### src/cpu_pkg.sv
package cpu_pkg;

  // Data words and addresses share one width
  typedef logic [31:0] word_t;
  typedef logic [7:0]  pin_byte_t;
  typedef logic [27:0] operand_t;   // Address or immediate, zero-extended
  typedef logic [3:0]  frame_slot_t;

  // Instruction word layout is opcode in [31:28], operand in [27:0]
  typedef enum logic [3:0] {
    OP_LDI   = 4'h0,
    OP_LOAD  = 4'h1,
    OP_STORE = 4'h2,
    OP_ADD   = 4'h3,
    OP_SUB   = 4'h4,
    OP_AND   = 4'h5,
    OP_XOR   = 4'h6,
    OP_JMP   = 4'h7,
    OP_JZ    = 4'h8,
    OP_HALT  = 4'h9
  } opcode_t;

  typedef enum logic [2:0] {
    FETCH,
    FETCH_WAIT,
    EXEC,
    MEM_WAIT,
    HALTED
  } core_state_t;

  // One memory request from the core to the frame handler
  typedef struct packed {
    word_t addr;
    word_t wdata;
    logic  write;
  } bus_req_t;

  // Slots 1-4 carry address and write data, slot 5 the direction, 6-9 read data
  localparam frame_slot_t SLOT_DIR     = 4'd5;
  localparam frame_slot_t SLOT_LAST    = 4'd9;
  localparam int          FRAME_CYCLES = 10;

  localparam word_t RESET_PC = 32'h0000_0000;

endpackage
### src/cpu_pin_top.sv
`timescale 1ns/100ps

module cpu_pin_top (
  input  logic               clk,
  input  logic               reset,
  output cpu_pkg::pin_byte_t addr_pins,
  output cpu_pkg::pin_byte_t data_pins_out,
  input  cpu_pkg::pin_byte_t data_pins_in,
  output cpu_pkg::pin_byte_t data_oe,
  output logic               bus_strobe,
  output logic               halted
);

  import cpu_pkg::*;

  bus_req_t bus_req;
  logic     req_valid;
  word_t    rdata;
  logic     req_done;

  cpu_core cpu_core_inst (
    .clk       (clk),
    .reset     (reset),
    .bus_req   (bus_req),
    .req_valid (req_valid),
    .rdata     (rdata),
    .req_done  (req_done),
    .halted    (halted)
  );

  // Serializes each core request over the 8-bit pins
  bus_frame_handler bus_frame_handler_inst (
    .clk           (clk),
    .reset         (reset),
    .bus_req       (bus_req),
    .req_valid     (req_valid),
    .rdata         (rdata),
    .req_done      (req_done),
    .addr_pins     (addr_pins),
    .data_pins_out (data_pins_out),
    .data_oe       (data_oe),
    .data_pins_in  (data_pins_in),
    .bus_strobe    (bus_strobe)
  );

endmodule

### src/bus_frame_handler.sv
`timescale 1ns/100ps

module bus_frame_handler (
  input  logic               clk,
  input  logic               reset,
  input  cpu_pkg::bus_req_t  bus_req,
  input  logic               req_valid,
  output cpu_pkg::word_t     rdata,
  output logic               req_done,
  output cpu_pkg::pin_byte_t addr_pins,
  output cpu_pkg::pin_byte_t data_pins_out,
  output cpu_pkg::pin_byte_t data_oe,
  input  cpu_pkg::pin_byte_t data_pins_in,
  output logic               bus_strobe
);

  import cpu_pkg::*;

  frame_slot_t slot;
  bus_req_t    req_q;       // Request held for the whole frame
  logic        accept;

  // req_done sits in slot 0 while req_valid is still high, so keep it out
  assign accept = (slot == '0) && req_valid && !req_done;

  always_ff @(posedge clk) begin
    if (reset) begin
      slot     <= '0;
      req_done <= 1'b0;
    end else begin
      req_done <= (slot == SLOT_LAST);  // Last read byte lands at this edge
      if (slot == '0) begin
        if (accept) begin
          slot <= 4'd1;
        end
      end else if (slot == SLOT_LAST) begin
        slot <= '0;
      end else begin
        slot <= slot + 4'd1;
      end
    end
  end

  always_ff @(posedge clk) begin
    if (accept) begin
      req_q <= bus_req;
    end
  end

  // Pin outputs are registered and trail their slot by one cycle
  always_ff @(posedge clk) begin
    if (reset) begin
      addr_pins     <= '0;
      data_pins_out <= '0;
      data_oe       <= '0;
      bus_strobe    <= 1'b0;
    end else begin
      bus_strobe <= (slot == 4'd1);
      data_oe    <= (req_q.write && slot >= 4'd1 && slot <= SLOT_DIR) ? 8'hff : 8'h00;
      case (slot)
        4'd1: begin
          addr_pins     <= req_q.addr[7:0];     // Low byte first
          data_pins_out <= req_q.wdata[7:0];
        end
        4'd2: begin
          addr_pins     <= req_q.addr[15:8];
          data_pins_out <= req_q.wdata[15:8];
        end
        4'd3: begin
          addr_pins     <= req_q.addr[23:16];
          data_pins_out <= req_q.wdata[23:16];
        end
        4'd4: begin
          addr_pins     <= req_q.addr[31:24];
          data_pins_out <= req_q.wdata[31:24];
        end
        SLOT_DIR: begin
          addr_pins     <= {7'b0000000, req_q.write};
          data_pins_out <= '0;
        end
        default: begin
          addr_pins     <= '0;                  // Pins idle outside the output slots
          data_pins_out <= '0;
        end
      endcase
    end
  end

  // Read bytes are sampled at the edge that ends each slot
  always_ff @(posedge clk) begin
    case (slot)
      4'd6:      rdata[7:0]   <= data_pins_in;
      4'd7:      rdata[15:8]  <= data_pins_in;
      4'd8:      rdata[23:16] <= data_pins_in;
      SLOT_LAST: rdata[31:24] <= data_pins_in;
      default:   rdata        <= rdata;
    endcase
  end

  // Every accepted request finishes a fixed frame later
  a_frame_length: assert property (
    @(posedge clk) disable iff (reset)
    accept |-> ##FRAME_CYCLES req_done
  ) else $error("request not completed after one frame");

  // req_done only at the end of an accepted frame
  a_done_origin: assert property (
    @(posedge clk) disable iff (reset)
    req_done |-> $past(accept, FRAME_CYCLES)
  ) else $error("req_done without a matching frame");

endmodule

### src/cpu_core.sv
`timescale 1ns/100ps

module cpu_core (
  input  logic              clk,
  input  logic              reset,
  output cpu_pkg::bus_req_t bus_req,
  output logic              req_valid,
  input  cpu_pkg::word_t    rdata,
  input  logic              req_done,
  output logic              halted
);

  import cpu_pkg::*;

  core_state_t state;
  word_t       pc;          // Word address of the next instruction
  word_t       acc;
  word_t       ir;

  opcode_t     opcode;
  operand_t    imm;
  word_t       imm_ext;
  word_t       alu_operand;
  word_t       alu_result;
  logic        alu_zero;

  assign opcode  = opcode_t'(ir[31:28]);
  assign imm     = ir[27:0];
  assign imm_ext = {4'b0000, imm};

  // Memory data feeds the ALU only once the data frame has returned
  assign alu_operand = (state == MEM_WAIT) ? rdata : imm_ext;

  cpu_alu alu_inst (
    .op      (opcode),
    .acc     (acc),
    .operand (alu_operand),
    .result  (alu_result),
    .zero    (alu_zero)
  );

  always_ff @(posedge clk) begin
    if (reset) begin
      state     <= FETCH;
      pc        <= RESET_PC;
      acc       <= '0;
      req_valid <= 1'b0;
      halted    <= 1'b0;
    end else begin
      unique case (state)
        FETCH: begin
          req_valid <= 1'b1;          // Request and its payload rise together
          state     <= FETCH_WAIT;
        end
        FETCH_WAIT: begin
          if (req_done) begin
            req_valid <= 1'b0;
            state     <= EXEC;
          end
        end
        EXEC: begin
          unique case (opcode)
            OP_LDI: begin
              acc   <= alu_result;
              pc    <= pc + 32'd1;
              state <= FETCH;
            end
            OP_JMP: begin
              pc    <= imm_ext;
              state <= FETCH;
            end
            OP_JZ: begin
              pc    <= alu_zero ? imm_ext : pc + 32'd1;
              state <= FETCH;
            end
            OP_HALT: begin
              halted <= 1'b1;
              state  <= HALTED;
            end
            OP_LOAD, OP_STORE, OP_ADD, OP_SUB, OP_AND, OP_XOR: begin
              req_valid <= 1'b1;      // Second frame for the data access
              state     <= MEM_WAIT;
            end
            default: begin
              // Unused encodings behave as a no-op
              pc    <= pc + 32'd1;
              state <= FETCH;
            end
          endcase
        end
        MEM_WAIT: begin
          if (req_done) begin
            req_valid <= 1'b0;
            if (opcode != OP_STORE) begin
              acc <= alu_result;
            end
            pc    <= pc + 32'd1;
            state <= FETCH;
          end
        end
        HALTED: begin
          halted <= 1'b1;             // Only reset leaves this state
        end
        default: begin
          state <= HALTED;
        end
      endcase
    end
  end

  // Instruction register and the payload of the next request
  always_ff @(posedge clk) begin
    if (state == FETCH_WAIT && req_done) begin
      ir <= rdata;
    end
    if (state == FETCH) begin
      bus_req.addr  <= pc;
      bus_req.wdata <= '0;
      bus_req.write <= 1'b0;
    end else if (state == EXEC) begin
      bus_req.addr  <= imm_ext;
      bus_req.wdata <= acc;           // Only meaningful for OP_STORE
      bus_req.write <= (opcode == OP_STORE);
    end
  end

  // The handler latches the request only in slot 0, so it must hold until done
  a_req_stable: assert property (
    @(posedge clk) disable iff (reset)
    (req_valid && !req_done) |=> (req_valid && $stable(bus_req))
  ) else $error("bus_req changed while a request was pending");

  // No bus traffic is started once the core has halted
  a_halt_quiet: assert property (
    @(posedge clk) disable iff (reset)
    halted |=> !req_valid
  ) else $error("request issued after halt");

endmodule

### src/cpu_alu.sv
`timescale 1ns/100ps

module cpu_alu (
  input  cpu_pkg::opcode_t op,
  input  cpu_pkg::word_t   acc,
  input  cpu_pkg::word_t   operand,
  output cpu_pkg::word_t   result,
  output logic             zero
);

  import cpu_pkg::*;

  always_comb begin
    unique case (op)
      OP_LDI: begin
        result = operand;         // Immediate, already zero-extended
      end
      OP_LOAD: begin
        result = operand;         // Word read from memory
      end
      OP_ADD: begin
        result = acc + operand;   // Wraps at 32 bits
      end
      OP_SUB: begin
        result = acc - operand;
      end
      OP_AND: begin
        result = acc & operand;
      end
      OP_XOR: begin
        result = acc ^ operand;
      end
      default: begin
        // Store, jumps and halt leave the accumulator alone
        result = acc;
      end
    endcase
  end

  // With a pass-through opcode this is simply the accumulator test used by OP_JZ
  assign zero = (result == '0);

endmodule

### config.mk
export PLATFORM = sky130hd
export DESIGN_NAME = cpu_pin_top
export DESIGN_NICKNAME = d
export VERILOG_FILES = /design/src/cpu_pkg.sv /design/src/cpu_pin_top.sv /design/src/bus_frame_handler.sv /design/src/cpu_core.sv /design/src/cpu_alu.sv
export SDC_FILE = /design/constraint.sdc
export NUM_CORES = 1
export LEC_CHECK = 0
export ABC_AREA = 1
export BUFFER_PORTS_ARGS = -buffer_cell sky130_fd_sc_hd__buf_2
export CAP_MARGIN = 0
export CORE_AREA = 5 5 205 207
export DETAILED_ROUTE_END_ITERATION = 10
export DIE_AREA = 0 0 210 212
export GPL_TIMING_DRIVEN = 0
export MAX_ROUTING_LAYER = met4
export PLACE_DENSITY_LB_ADDON = 0.05
export SKIP_CTS_REPAIR_TIMING = 1
export SLEW_MARGIN = 25
export SYNTH_ARGS = -nofsm -noshare
export SYNTH_HDL_FRONTEND = slang
export SYNTH_SLANG_ARGS = --single-unit
### constraint.sdc
create_clock -name clk -period 12.7 [get_ports clk]
set_input_delay 1.27 -clock clk [delete_from_list [all_inputs] [get_ports clk]]
set_output_delay 1.27 -clock clk [all_outputs]
set_load 0.05 [all_outputs]
==> metrics.yaml <==
fmax_ghz: 0.1693
tightest_slew_ns: 1.088
slew_viol_final: 0
vias: 15400
ir_worst_vdd_uv: 115.1
grt_max_degree: 22
clock_skew_ns: 0.02210
synth_edf_count: 161
drc_errors: 0
h-tree-depth: 2
crit_path_start_kind: "flip-flop"
r2r_slack_ns: 6.79
tns_ns: 0
arrival_ns: 6.38
min_delay_path_depth: 0
grt_pass1_vias: 14100
fin_crit_sh_pct: 46.52
outcome: "completed"
end_kind: "flip-flop"
cts.sink_count: 286
synth_cells: 2189
async_reset_ff_share_pct: 0
rsz0062_at_grt: "no"
tritoncts: "built"
path_clk_slew_ns: 0.06
cp_common_cell: "nand2_1"
relSlewSlack_pct: 27.19
multi_input_area_um2: 8073
period_needed_ns: 5.908
cp_max_fo: 10
setup_viol: 0
regArea_um2: 7337
crit_required_ns: 13.17
worst_r2r_path_depth: 32
hpwl_mm: 48.90
syn_area_per_cell_um2: 7.723
grt.total_usage_pct: 27.88
leakage_uw: 0.008342
start_util_pct: 42.07
ys_types: 51
firstDrtPassIters: 5
die_h_um: 212
die_area_um2: 44520
hold_path_end: "bus_frame_handler_inst.req_q[57]$_DFFE_PP_"
portBuffers: 34
globalplace.congestion: 0.9993
cts_root_buffer: "clkbuf_16"
finalHoldViolCount: 0
synth_ff_type: "edfxtp_1"
dieWidth_um: 210
synth_nets: 2264
rows: 74
numCtsBuffers: 34
hp-class: "flip-flop to flip-flop"
cts_buffer_depth: 3
pin_count: 36
totalWireLength_mm: 61.23
wl_per_cell_um: 21.69
seq_area_frac_synth_pct: 43.40
synth-seq-cells: 286
maxCapViolCount: 0
startpoint: "cpu_core_inst.state[2]$_SDFFE_PP0P_"
fin_nets: 2340
antenna_left: 0
area_growth_pct: 12.64
drt_iter0_markers: 1645
power_density_nw_per_um2: 129.8
timing_worst_setup_path_type: "flip-flop to flip-flop"
grt_antenna_before_repair: 4
r2r-start: "cpu_core_inst.state[2]$_SDFFE_PP0P_"
holdWs_ns: 0.4122
synth_area_um2: 16900
fillCellCount: 4046
crit_path_max_incr_delay_ns: 0.53
insertion_delay_ns: 0.54
hp-start: "cpu_core_inst.bus_req[57]$_DFFE_PP_"
yosysWarningCount: 0
coreArea_um2: 40180
crit_slowest_cell: "dfxtp_1"
grt_pass1_wl_mm: 91.14
drive_above_1_share_pct: 9.520
gr-total-overflow: 0
worstReg2RegEnd: "cpu_core_inst.pc[25]$_SDFFE_PP0P_"
routed_via_density: 5.454
==> layout by cell type (no fill, tap or decap), types with 7 or more instances in the layout <==
| cell type | instances |
|---|---|
| inv_1 | 262 |
| buf_2 | 46 |
| edfxtp_1 | 161 |
| nor3_1 | 25 |
| nand4_1 | 37 |
| o21ai_1 | 20 |
| o22ai_1 | 29 |
| nand2_1 | 519 |
| dfxtp_1 | 125 |
| nand3_2 | 7 |
| nor2_1 | 252 |
| ha_1 | 64 |
| or2_2 | 17 |
| clkbuf_16 | 35 |
| a21oi_1 | 103 |
| a211oi_1 | 33 |
| o21ai_0 | 106 |
| a32o_1 | 15 |
| buf_6 | 9 |
| nand3b_1 | 23 |
| clkbuf_1 | 64 |
| xor2_1 | 57 |
| buf_4 | 13 |
| nand2_2 | 25 |
| inv_2 | 14 |
| nor2_2 | 11 |
| nand3_1 | 114 |
| a221oi_1 | 25 |
==> synth_stat cells, types with 17 or more instances <==
library cell,count,area (um2)
edfxtp_1,161,4835
nand2_1,519,1948
or2_2,17,106.4
clkbuf_1,58,217.7
nor3_1,26,130.1
inv_1,262,983.4
xor2_1,57,499.2
o21ai_0,106,530.5
nand3_1,114,570.6
a211oi_1,33,247.7
ha_1,64,800.8
nand3b_1,23,172.7
o21ai_1,20,100.1
nand2_2,25,156.4
a221oi_1,25,219.0
nor2_1,257,964.7
o22ai_1,29,181.4
a21oi_1,103,515.5
nand4_1,37,231.5
dfxtp_1,125,2502
==> worst max-delay path: cells and delay by family, from the launching register on <==
| kind | cells | cell delay (ns) |
|---|---|---|
| flops | 1 | 0.53 |
| buf+inv | 6 | 0.95 |
| xor+xnor | 1 | 0.32 |
| compound gates | 3 | 0.35 |
| fa+ha+maj | 1 | 0.36 |
| simple gates | 21 | 3.32 |
==> final cells by class <==
cell class	instances	area share, %
repair buffers	40	1.610
well taps	532	3.496
clock inverters	16	0.9265
multi-input cells	1529	42.39
inverters	278	5.480
flip-flops and latches	286	38.53
clock buffers	45	5.007
plain buffers	96	2.543
diodes	1	0.01314
==> logic make-up after synthesis <==
kind of cell	synth area share, %
fa+ha+maj	4.855
compound gates	12.71
simple gates	26.99
xor+xnor	3.005
buf+inv	9.037
flops	43.40
==> power breakdown <==
group	switching (uW)	internal, uW	total [uW]
combinational	261	110	370
sequential	40.2	1070	1110
clock	401	593	995
total	702	1770	2470
==> per-layer routing <==
layer  vias up  GRT usage (%)  wire length, um
met5         -              -                0
met2       559          42.25            27160
met1      7329          40.28            28320
li1       7446              -                -
met4         0          4.680              970
met3        64          4.589             4771
==> per-stage QoR <==
step	total power [uW]	worst slack [ns]	instance area [um2]	cells	utilization [%]
2_1_floorplan	1361	8.422	16910	2189	-
3_3_place_gp	1480	6.919	17740	2755	44.15
3_5_place_dp	1495	6.968	17910	2761	44.57
4_1_cts	2489	6.958	19040	2822	47.38
5_1_grt	2572	6.264	19040	2823	47.39
6_report	2472	6.792	19040	2823	47.39
==> sequential cells by signal (all words and copies together) (netlist names), 4 cells and up <==
signal / cells
bus_frame_handler_inst.addr_pins: 8
bus_frame_handler_inst.data_pins_out: 8
bus_frame_handler_inst.rdata: 32
bus_frame_handler_inst.req_q: 65
bus_frame_handler_inst.slot: 4
cpu_core_inst.acc: 32
cpu_core_inst.bus_req: 65
cpu_core_inst.ir: 32
cpu_core_inst.pc: 32
==> how the worst max path moves through the flow <==
stage / to / slack [ns] / depth (start not counted)
detailed placement: cpu_core_inst.pc[4]$_SDFFE_PP0P_ / 6.97 / 38
CTS: cpu_core_inst.pc[6]$_SDFFE_PP0P_ / 6.96 / 38
global placement: bus_frame_handler_inst.req_q[20]$_DFFE_PP_ / 6.92 / 5
floorplan: cpu_core_inst.pc[27]$_SDFFE_PP0P_ / 8.42 / 38
finish: cpu_core_inst.pc[25]$_SDFFE_PP0P_ / 6.79 / 32
global route: cpu_core_inst.pc[24]$_SDFFE_PP0P_ / 6.26 / 32
Note: power is estimated with default switching activity, not from simulation.
